[src/core_types_pkg.sv]
`default_nettype none

package core_types_pkg;

	// --------------------
	// address widths
	localparam int VA_WIDTH = 32;
	localparam int PA_WIDTH = 16;
	localparam int PAGE_OFFSET_WIDTH = 12;
	localparam int VPN_WIDTH = VA_WIDTH - PAGE_OFFSET_WIDTH;
	localparam int PPN_WIDTH = PA_WIDTH - PAGE_OFFSET_WIDTH;
	localparam int WORD_WIDTH = 32;

	// --------------------
	// fetch blocks and cache lines share one size
	localparam int FETCH_BYTES = 16;
	localparam int FETCH_PARCELS = FETCH_BYTES / 2;
	localparam int LINE_WORDS = FETCH_BYTES / 4;

	// --------------------
	// single-level page table, one word per entry
	localparam logic [PA_WIDTH-1:0] PT_BASE = 16'hff00;
	localparam int PT_INDEX_WIDTH = 6;
	localparam int PTE_VALID_BIT = 31;
	// ppn sits in the low PPN_WIDTH bits of an entry

endpackage

`default_nettype wire

[src/fetch_unit.sv]
`timescale 1ns/10ps
`default_nettype none

module fetch_unit import core_types_pkg::*; #(
	parameter int ICACHE_SETS = 16
) (
	input wire CLK,
	input wire nRST,

	// restart and stall
	input wire restart_valid,
	input wire [VA_WIDTH-1:0] restart_pc,
	input wire istream_stall,

	// itlb
	output logic itlb_req_valid,
	output logic [VPN_WIDTH-1:0] itlb_req_vpn,
	input wire itlb_resp_valid,
	input wire itlb_resp_miss,
	input wire [PPN_WIDTH-1:0] itlb_resp_ppn,
	input wire itlb_resp_page_fault,

	// icache
	output logic icache_req_valid,
	output logic [$clog2(ICACHE_SETS)-1:0] icache_req_index,
	input wire icache_resp_valid,
	input wire [PA_WIDTH-$clog2(ICACHE_SETS)-$clog2(FETCH_BYTES)-1:0] icache_resp_tag,
	input wire [LINE_WORDS-1:0][WORD_WIDTH-1:0] icache_resp_data,
	output logic icache_resp_hit,
	output logic icache_resp_miss_valid,
	output logic [PA_WIDTH-$clog2(ICACHE_SETS)-$clog2(FETCH_BYTES)-1:0] icache_resp_miss_tag,

	// instruction stream
	output logic istream_valid,
	output logic [VA_WIDTH-1:0] istream_pc,
	output logic [FETCH_PARCELS-1:0][15:0] istream_instr,
	output logic istream_page_fault
);

	localparam int OFFSET_W = $clog2(FETCH_BYTES);
	localparam int INDEX_W = $clog2(ICACHE_SETS);
	localparam int TAG_W = PA_WIDTH - INDEX_W - OFFSET_W;

	logic active;
	logic [VA_WIDTH-1:0] pc;
	logic cmp_valid;
	logic [VA_WIDTH-1:0] cmp_pc;
	logic [PA_WIDTH-1:0] cmp_pa;
	logic tlb_hit;
	logic tlb_fault;
	logic tag_match;
	logic deliver;
	logic fault_out;
	logic replay;
	logic issue;

	// --------------------
	// compare stage
	assign cmp_pa = {itlb_resp_ppn, cmp_pc[PAGE_OFFSET_WIDTH-1:0]};
	assign icache_resp_miss_tag = cmp_pa[PA_WIDTH-1 -: TAG_W];

	// a response flagged as miss carries no translation
	assign tlb_hit = cmp_valid & itlb_resp_valid & ~itlb_resp_miss & ~itlb_resp_page_fault;
	assign tlb_fault = cmp_valid & itlb_resp_valid & itlb_resp_page_fault;
	assign tag_match = icache_resp_valid && (icache_resp_tag == icache_resp_miss_tag);

	assign deliver = ~restart_valid & ~istream_stall & (tlb_fault | (tlb_hit & tag_match));
	assign fault_out = deliver & tlb_fault;
	// anything in compare that does not leave goes round again
	assign replay = cmp_valid & ~restart_valid & ~deliver;

	assign icache_resp_hit = ~restart_valid & tlb_hit & tag_match;
	assign icache_resp_miss_valid = ~restart_valid & tlb_hit & ~tag_match;

	assign istream_valid = deliver;
	assign istream_pc = cmp_pc;
	assign istream_page_fault = tlb_fault;
	assign istream_instr = tlb_fault ? '0 : icache_resp_data;

	// --------------------
	// lookup stage
	assign issue = active & ~restart_valid & ~replay & ~fault_out;

	assign itlb_req_valid = issue;
	assign itlb_req_vpn = pc[VA_WIDTH-1 -: VPN_WIDTH];
	assign icache_req_valid = issue;
	assign icache_req_index = pc[OFFSET_W +: INDEX_W];

	always_ff @(posedge CLK, negedge nRST) begin
		if (!nRST) begin
			active <= 1'b0;
			cmp_valid <= 1'b0;
			pc <= '0;
			cmp_pc <= '0;
		end else if (restart_valid) begin
			// flush both stages
			active <= 1'b1;
			cmp_valid <= 1'b0;
			pc <= {restart_pc[VA_WIDTH-1:OFFSET_W], {OFFSET_W{1'b0}}};
		end else if (fault_out) begin
			// wait here for the next restart
			active <= 1'b0;
			cmp_valid <= 1'b0;
		end else if (replay) begin
			cmp_valid <= 1'b0;
			pc <= cmp_pc;
		end else begin
			cmp_valid <= issue;
			if (issue) begin
				cmp_pc <= pc;
				pc <= pc + VA_WIDTH'(FETCH_BYTES);
			end
		end
	end

endmodule

`default_nettype wire

[src/fetch_unit_wrapper.sv]
`timescale 1ns/10ps
`default_nettype none

module fetch_unit_wrapper import core_types_pkg::*; #(
	parameter int ITLB_ENTRIES = 4,
	parameter int ICACHE_SETS = 16
) (
	input wire CLK,
	input wire nRST,

	// back end
	input wire next_restart_valid,
	input wire [VA_WIDTH-1:0] next_restart_pc,
	input wire next_istream_stall,
	output logic last_istream_valid,
	output logic [VA_WIDTH-1:0] last_istream_pc,
	output logic [FETCH_PARCELS-1:0][15:0] last_istream_instr,
	output logic last_istream_page_fault,

	// backing memory
	output logic last_mem_req_valid,
	output logic [PA_WIDTH-1:0] last_mem_req_addr,
	input wire next_mem_resp_valid,
	input wire [WORD_WIDTH-1:0] next_mem_resp_data
);

	localparam int OFFSET_W = $clog2(FETCH_BYTES);
	localparam int INDEX_W = $clog2(ICACHE_SETS);
	localparam int TAG_W = PA_WIDTH - INDEX_W - OFFSET_W;

	// --------------------
	// internal connections
	logic restart_valid;
	logic [VA_WIDTH-1:0] restart_pc;
	logic istream_stall;
	logic istream_valid;
	logic [VA_WIDTH-1:0] istream_pc;
	logic [FETCH_PARCELS-1:0][15:0] istream_instr;
	logic istream_page_fault;

	logic itlb_req_valid;
	logic [VPN_WIDTH-1:0] itlb_req_vpn;
	logic itlb_resp_valid;
	logic itlb_resp_miss;
	logic [PPN_WIDTH-1:0] itlb_resp_ppn;
	logic itlb_resp_page_fault;

	logic icache_req_valid;
	logic [INDEX_W-1:0] icache_req_index;
	logic icache_resp_valid;
	logic [TAG_W-1:0] icache_resp_tag;
	logic [LINE_WORDS-1:0][WORD_WIDTH-1:0] icache_resp_data;
	logic icache_resp_hit;
	logic icache_resp_miss_valid;
	logic [TAG_W-1:0] icache_resp_miss_tag;

	logic walk_req_valid;
	logic [PA_WIDTH-1:0] walk_req_addr;
	logic walk_resp_valid;
	logic refill_req_valid;
	logic [PA_WIDTH-1:0] refill_req_addr;
	logic refill_resp_valid;
	logic [WORD_WIDTH-1:0] resp_data;
	logic mem_req_valid;
	logic [PA_WIDTH-1:0] mem_req_addr;
	logic mem_resp_valid;
	logic [WORD_WIDTH-1:0] mem_resp_data;

	// --------------------
	// fetch pipeline
	fetch_unit #(.ICACHE_SETS(ICACHE_SETS)) u_fetch_unit (.*);
	itlb #(.ITLB_ENTRIES(ITLB_ENTRIES)) u_itlb (.*, .walk_resp_data(resp_data));
	icache #(.ICACHE_SETS(ICACHE_SETS)) u_icache (.*, .refill_resp_data(resp_data));
	mem_arbiter u_mem_arbiter (.*);

	// --------------------
	// boundary registers
	always_ff @(posedge CLK, negedge nRST) begin
		if (!nRST) begin
			restart_valid <= 1'b0;
			restart_pc <= '0;
			istream_stall <= 1'b0;
			mem_resp_valid <= 1'b0;
			mem_resp_data <= '0;
			last_istream_valid <= 1'b0;
			last_istream_pc <= '0;
			last_istream_instr <= '0;
			last_istream_page_fault <= 1'b0;
			last_mem_req_valid <= 1'b0;
			last_mem_req_addr <= '0;
		end else begin
			restart_valid <= next_restart_valid;
			restart_pc <= next_restart_pc;
			istream_stall <= next_istream_stall;
			mem_resp_valid <= next_mem_resp_valid;
			mem_resp_data <= next_mem_resp_data;
			last_istream_valid <= istream_valid;
			last_istream_pc <= istream_pc;
			last_istream_instr <= istream_instr;
			last_istream_page_fault <= istream_page_fault;
			last_mem_req_valid <= mem_req_valid;
			last_mem_req_addr <= mem_req_addr;
		end
	end

endmodule

`default_nettype wire

[src/icache.sv]
`timescale 1ns/10ps
`default_nettype none

module icache import core_types_pkg::*; #(
	parameter int ICACHE_SETS = 16
) (
	input wire CLK,
	input wire nRST,

	// lookup and feedback
	input wire icache_req_valid,
	input wire [$clog2(ICACHE_SETS)-1:0] icache_req_index,
	output logic icache_resp_valid,
	output logic [PA_WIDTH-$clog2(ICACHE_SETS)-$clog2(FETCH_BYTES)-1:0] icache_resp_tag,
	output logic [LINE_WORDS-1:0][WORD_WIDTH-1:0] icache_resp_data,
	input wire icache_resp_hit,
	input wire icache_resp_miss_valid,
	input wire [PA_WIDTH-$clog2(ICACHE_SETS)-$clog2(FETCH_BYTES)-1:0] icache_resp_miss_tag,

	// line refill
	output logic refill_req_valid,
	output logic [PA_WIDTH-1:0] refill_req_addr,
	input wire refill_resp_valid,
	input wire [WORD_WIDTH-1:0] refill_resp_data
);

	localparam int OFFSET_W = $clog2(FETCH_BYTES);
	localparam int INDEX_W = $clog2(ICACHE_SETS);
	localparam int TAG_W = PA_WIDTH - INDEX_W - OFFSET_W;
	localparam int WORD_W = $clog2(LINE_WORDS);

	logic [ICACHE_SETS-1:0] line_valid;
	logic [TAG_W-1:0] tag_arr [ICACHE_SETS];
	logic [LINE_WORDS-1:0][WORD_WIDTH-1:0] data_arr [ICACHE_SETS];

	logic lookup_live;
	logic [INDEX_W-1:0] lookup_index;
	logic refill_busy;
	logic [INDEX_W-1:0] refill_index;
	logic [TAG_W-1:0] refill_tag;
	logic [WORD_W-1:0] refill_word;
	logic [LINE_WORDS-1:0][WORD_WIDTH-1:0] refill_buf;
	logic [LINE_WORDS-1:0][WORD_WIDTH-1:0] fill_line;
	logic miss_accept;
	logic last_word;

	// a conflicting hit drops the miss
	assign miss_accept = lookup_live & icache_resp_miss_valid & ~icache_resp_hit & ~refill_busy;
	assign last_word = refill_resp_valid && (refill_word == WORD_W'(LINE_WORDS - 1));

	always_comb begin
		fill_line = refill_buf;
		fill_line[refill_word] = refill_resp_data;
	end

	always_ff @(posedge CLK, negedge nRST) begin
		if (!nRST) begin
			line_valid <= '0;
			icache_resp_valid <= 1'b0;
			lookup_live <= 1'b0;
			refill_busy <= 1'b0;
			refill_req_valid <= 1'b0;
			refill_word <= '0;
		end else begin
			// no responses while a refill runs
			lookup_live <= icache_req_valid & ~refill_busy;
			icache_resp_valid <= icache_req_valid & ~refill_busy & line_valid[icache_req_index];
			refill_req_valid <= miss_accept | (refill_resp_valid & ~last_word);
			if (miss_accept) begin
				refill_busy <= 1'b1;
				refill_word <= '0;
			end else if (refill_resp_valid) begin
				refill_word <= refill_word + WORD_W'(1);
				if (last_word) begin
					refill_busy <= 1'b0;
					line_valid[refill_index] <= 1'b1;
				end
			end
		end
	end

	always_ff @(posedge CLK) begin
		lookup_index <= icache_req_index;
		icache_resp_tag <= tag_arr[icache_req_index];
		icache_resp_data <= data_arr[icache_req_index];
		if (miss_accept) begin
			refill_index <= lookup_index;
			refill_tag <= icache_resp_miss_tag;
			refill_req_addr <= {icache_resp_miss_tag, lookup_index, {OFFSET_W{1'b0}}};
		end else if (refill_resp_valid) begin
			refill_buf[refill_word] <= refill_resp_data;
			refill_req_addr <= {refill_tag, refill_index, refill_word + WORD_W'(1), 2'b00};
		end
		// tag and data land together on the last word
		if (last_word) begin
			tag_arr[refill_index] <= refill_tag;
			data_arr[refill_index] <= fill_line;
		end
	end

endmodule

`default_nettype wire

[src/itlb.sv]
`timescale 1ns/10ps
`default_nettype none

module itlb import core_types_pkg::*; #(
	parameter int ITLB_ENTRIES = 4
) (
	input wire CLK,
	input wire nRST,

	// lookup
	input wire itlb_req_valid,
	input wire [VPN_WIDTH-1:0] itlb_req_vpn,
	output logic itlb_resp_valid,
	output logic itlb_resp_miss,
	output logic [PPN_WIDTH-1:0] itlb_resp_ppn,
	output logic itlb_resp_page_fault,

	// page-table walk
	output logic walk_req_valid,
	output logic [PA_WIDTH-1:0] walk_req_addr,
	input wire walk_resp_valid,
	input wire [WORD_WIDTH-1:0] walk_resp_data
);

	localparam int VICTIM_W = (ITLB_ENTRIES > 1) ? $clog2(ITLB_ENTRIES) : 1;

	logic [ITLB_ENTRIES-1:0] entry_valid;
	logic [VPN_WIDTH-1:0] entry_vpn [ITLB_ENTRIES];
	logic [PPN_WIDTH-1:0] entry_ppn [ITLB_ENTRIES];
	logic [VICTIM_W-1:0] victim;

	logic walking;
	logic [VPN_WIDTH-1:0] walk_vpn;
	logic fault_valid;
	logic [VPN_WIDTH-1:0] fault_vpn;

	logic hit_any;
	logic [PPN_WIDTH-1:0] hit_ppn;
	logic high_fault;
	logic fault_hit;
	logic start_walk;
	logic fill;

	always_comb begin
		hit_any = 1'b0;
		hit_ppn = '0;
		for (int i = 0; i < ITLB_ENTRIES; i++) begin
			if (entry_valid[i] && entry_vpn[i] == itlb_req_vpn) begin
				hit_any = 1'b1;
				hit_ppn = entry_ppn[i];
			end
		end
	end

	// vpn beyond the table never walks
	assign high_fault = |itlb_req_vpn[VPN_WIDTH-1:PT_INDEX_WIDTH];
	// invalid pte seen by the last walk
	assign fault_hit = fault_valid && (fault_vpn == itlb_req_vpn);
	assign start_walk = itlb_req_valid & ~high_fault & ~walking & ~hit_any & ~fault_hit;
	assign fill = walk_resp_valid & walk_resp_data[PTE_VALID_BIT];

	always_ff @(posedge CLK, negedge nRST) begin
		if (!nRST) begin
			itlb_resp_valid <= 1'b0;
			itlb_resp_miss <= 1'b0;
			itlb_resp_page_fault <= 1'b0;
			walk_req_valid <= 1'b0;
			walking <= 1'b0;
			fault_valid <= 1'b0;
			entry_valid <= '0;
			victim <= '0;
		end else begin
			itlb_resp_valid <= itlb_req_valid & ~start_walk & (high_fault | ~walking);
			itlb_resp_miss <= itlb_req_valid & ~high_fault & (walking | start_walk);
			itlb_resp_page_fault <= high_fault | ~hit_any;
			walk_req_valid <= start_walk;
			if (start_walk) begin
				walking <= 1'b1;
				fault_valid <= 1'b0;
			end else if (itlb_req_valid && !high_fault && !walking && !hit_any) begin
				// fault consumed by the replayed lookup
				fault_valid <= 1'b0;
			end
			if (walk_resp_valid) begin
				walking <= 1'b0;
				fault_valid <= ~walk_resp_data[PTE_VALID_BIT];
			end
			if (fill) begin
				entry_valid[victim] <= 1'b1;
				victim <= (victim == VICTIM_W'(ITLB_ENTRIES - 1)) ? '0 : victim + 1'b1;
			end
		end
	end

	always_ff @(posedge CLK) begin
		if (itlb_req_valid) begin
			itlb_resp_ppn <= hit_ppn;
		end
		if (start_walk) begin
			walk_vpn <= itlb_req_vpn;
			walk_req_addr <= PT_BASE + PA_WIDTH'({itlb_req_vpn[PT_INDEX_WIDTH-1:0], 2'b00});
		end
		if (walk_resp_valid) begin
			fault_vpn <= walk_vpn;
		end
		if (fill) begin
			entry_vpn[victim] <= walk_vpn;
			entry_ppn[victim] <= walk_resp_data[PPN_WIDTH-1:0];
		end
	end

endmodule

`default_nettype wire

[src/mem_arbiter.sv]
`timescale 1ns/10ps
`default_nettype none

module mem_arbiter import core_types_pkg::*; (
	input wire CLK,
	input wire nRST,

	// requesters
	input wire walk_req_valid,
	input wire [PA_WIDTH-1:0] walk_req_addr,
	input wire refill_req_valid,
	input wire [PA_WIDTH-1:0] refill_req_addr,
	output logic walk_resp_valid,
	output logic refill_resp_valid,
	output logic [WORD_WIDTH-1:0] resp_data,

	// backing memory
	output logic mem_req_valid,
	output logic [PA_WIDTH-1:0] mem_req_addr,
	input wire mem_resp_valid,
	input wire [WORD_WIDTH-1:0] mem_resp_data
);

	logic walk_pend;
	logic refill_pend;
	logic [PA_WIDTH-1:0] walk_addr_q;
	logic [PA_WIDTH-1:0] refill_addr_q;
	logic busy;
	logic owner_refill;
	logic grant_walk;
	logic grant_refill;
	logic resp_done;

	// walker wins over refill
	assign grant_walk = ~busy & walk_pend;
	assign grant_refill = ~busy & ~walk_pend & refill_pend;
	assign resp_done = busy & mem_resp_valid;

	assign walk_resp_valid = resp_done & ~owner_refill;
	assign refill_resp_valid = resp_done & owner_refill;
	assign resp_data = mem_resp_data;

	always_ff @(posedge CLK, negedge nRST) begin
		if (!nRST) begin
			walk_pend <= 1'b0;
			refill_pend <= 1'b0;
			busy <= 1'b0;
			owner_refill <= 1'b0;
			mem_req_valid <= 1'b0;
		end else begin
			mem_req_valid <= grant_walk | grant_refill;
			if (grant_walk | grant_refill) begin
				busy <= 1'b1;
				owner_refill <= grant_refill;
			end else if (resp_done) begin
				busy <= 1'b0;
			end
			walk_pend <= walk_req_valid | (walk_pend & ~grant_walk);
			refill_pend <= refill_req_valid | (refill_pend & ~grant_refill);
		end
	end

	always_ff @(posedge CLK) begin
		if (walk_req_valid) begin
			walk_addr_q <= walk_req_addr;
		end
		if (refill_req_valid) begin
			refill_addr_q <= refill_req_addr;
		end
		if (grant_walk | grant_refill) begin
			mem_req_addr <= grant_walk ? walk_addr_q : refill_addr_q;
		end
	end

endmodule

`default_nettype wire

[config.mk]
export PLATFORM = sky130hd
export DESIGN_NAME = fetch_unit_wrapper
export DESIGN_NICKNAME = d
export VERILOG_FILES = /design/src/core_types_pkg.sv /design/src/fetch_unit.sv /design/src/fetch_unit_wrapper.sv /design/src/icache.sv /design/src/itlb.sv /design/src/mem_arbiter.sv
export SDC_FILE = /design/constraint.sdc
export NUM_CORES = 2
export LEC_CHECK = 0
export BUFFER_PORTS_ARGS = -buffer_cell sky130_fd_sc_hd__buf_2
export CAP_MARGIN = 20
export CORE_ASPECT_RATIO = 0.6
export CORE_MARGIN = 10
export CORE_UTILIZATION = 30
export DETAILED_ROUTE_END_ITERATION = 16
export SLEW_MARGIN = 20
export SYNTH_ARGS = -nofsm -noshare
export SYNTH_HDL_FRONTEND = slang
export SYNTH_HIERARCHICAL = 1
export SYNTH_SLANG_ARGS = --single-unit
[constraint.sdc]
create_clock -name CLK -period 12.1 [get_ports CLK]
set_clock_uncertainty 0.2 [all_clocks]
set_input_delay 0.605 -clock CLK [delete_from_list [all_inputs] [get_ports CLK]]
set_output_delay 0.605 -clock CLK [all_outputs]
set_load 0.01 [all_outputs]
==> reports/summary.txt <==
status: complete, no violations
worst skew pair latency: 0.87 ns
Root Buffer: clkbuf_16
synth warn: 6
die width: 805.8 µm
overall global routing resource usage: 14.40%
Initial Util: 30.08%
drt drc: 0
average size of a mapped cell: 20.90 µm²
fmax: 198.6 MHz
Setup Buffers After CTS: 0
WL met1: 126,000 µm
element type at the critical path end: flop
Top Family by Delay on Critical Path: buffers and inverters
met3 WL: 22,660 µm
post-layout net count: 5,765
relative slew slack: 24.31%
clock-pin slew on the worst setup and hold paths: 0.07 ns
WL final: 293,900 µm
CP bufs+invs: 3
WP data required: 12.38 ns
WL/cell: 27.12 µm
CP cell instances: ha_2, buf_4, nand2_1, or3_1, nor3_2, buf_4, buf_12
GPL Wtd Cong: 0.8021
Worst path max stage delay: 0.75 ns
# Max-Cap Violations: 0
Tmin final: 5.034 ns
Iter 0 DRT Violations: 6,045
Site Rows: 173
instance count of the mapped netlist: 5,318
hold crit path type: input pin to asynchronous set/reset pin
worst hold slack: 0.1338 ns
first-pass GRT wire length: 419,000 µm
Die Height: 491.5 µm
CP most frequent cell: buf_4
vias in the first global route: 55,530
DPL Wire Length: 157,500 µm
pwr/cell area: 180.9 mW/mm²
initial antenna violation count: 45
top layer in use: met5
RSZ-0062 raised after global routing: false
CP Class: flop to flop
total CTS buffers: 300
port bufs: 243
Final Hold Viols: 0
Final Cycle Share: 41.60%
Startpoint Class: flop
filler cell count in the final layout: 33,950
Critical Path Fanout Max: 95
via count: 54,000
TritonCTS clock tree: built
Antenna Nets Post-Route: 0
max-slew violations: 0
I/O pins: 248
Max clock buf depth: 4
layout cells sized above 1: 26.03%
1st-pass router iterations: 6
Area Overhead vs Synth: 15.08%
Sink Count: 3,005
DIE AREA: 0.3960 mm²
DP Area: 0.1176 mm²
H-Tree Depth: 5
Slowest cell on crit path: buf_4
worst r2r path cells: 7
Max VDD drop: 0.1081 mV
critical path depth: 7
remaining global-route overflow: 0
routed wl met2: 138,200 µm
mapped cell area: 0.1111 mm²
CP Data Arrival Time: 5.31 ns
leakage: 0.03501 µW
# setup viols final: 0
largest net degree at the start of global routing: 151
core area: 0.3695 mm²
Post-Layout Inst Area: 0.1279 mm²
vias per cell: 4.982
worst-margin pin slew: 1.135 ns
total negative slack: 0 ns
where the power goes:
part           switching, µW  leakage (µW)  internal [µW]
registers                428        0.0224          11500
logic                   1250       0.00788            788
clock network           3890       0.00473           5290
sequential cells by signal, summed over array words and instances, names as in the netlist, 20 cells and up:
name	count
u_itlb/entry_vpn	80
u_itlb/walk_vpn	20
u_fetch_unit/pc	32
u_icache/refill_buf	128
last_istream_instr	128
u_icache/icache_resp_data	128
mem_resp_data	32
u_itlb/fault_vpn	20
u_icache/data_arr	2048
u_icache/tag_arr	128
restart_pc	28
last_istream_pc	32
u_fetch_unit/istream_pc	32
worst paths after layout:
check                                         startpoint                  endpoint  slack (ns)
max reg2reg                      u_icache/refill_word[0]  u_icache/data_arr[0][15]        7.07
min in group CLK           u_mem_arbiter/mem_req_addr[2]      last_mem_req_addr[2]        0.15
max                              u_icache/refill_word[0]  u_icache/data_arr[0][15]        7.07
min reg2reg                u_mem_arbiter/mem_req_addr[2]      last_mem_req_addr[2]        0.15
max in group asynchronous                           nRST        u_fetch_unit/pc[4]        9.22
min                                                 nRST    last_istream_instr[51]        0.13
repair_timing:
item / 4_1_cts / 5_1_grt
resized for setup: 0 / 0
hold buffers: 64 / 0
hold endpoints to repair: 126 / 0
metrics by stage:
stage | instances | power [µW] | util [%] | setup WS, ns
after floorplan | 5327 | 13200 | - | 0.5236
after global placement | 10220 | 14220 | 31.82 | 7.123
after detailed placement | 10220 | 14220 | 31.82 | 7.090
after CTS | 10820 | 23430 | 34.60 | 7.029
after global routing | 10820 | 23970 | 34.60 | 6.931
final | 10840 | 23140 | 34.61 | 7.066
final cells by class:
cell class,count,area (µm²),area share [%]
timing repair buffer,407,2805,2.193
sequential,3005,87090,68.10
tap,4900,6131,4.794
clock inverter,129,1244,0.9724
antenna,20,50.05,0.03913
inverter,27,101.3,0.07924
multi-input combinational,1946,22080,17.26
clock buffer,405,8394,6.563
cells in the final DEF, fill, tap and decap left out, types with 48 or more instances in the layout:
master and n:
edfxtp_1 2516, mux4_2 546, dfrtp_1 341, clkbuf_16 309, nand2_1 251, buf_2 242, a22oi_1 218, dfxtp_1 142
mux2_2 136, and2_1 133, buf_4 85, clkbuf_1 64, dlygate4sd3_1 64, nor2_1 55, xnor2_1 54, xor2_1 53
o22ai_1 48
metal layers:
metal,up-vias,track usage (%)
li1,22160,-
met1,29030,20.36
met2,2349,23.04
met3,451,2.591
met4,10,3.542
met5,-,0
(Power assumes the default switching activity.)
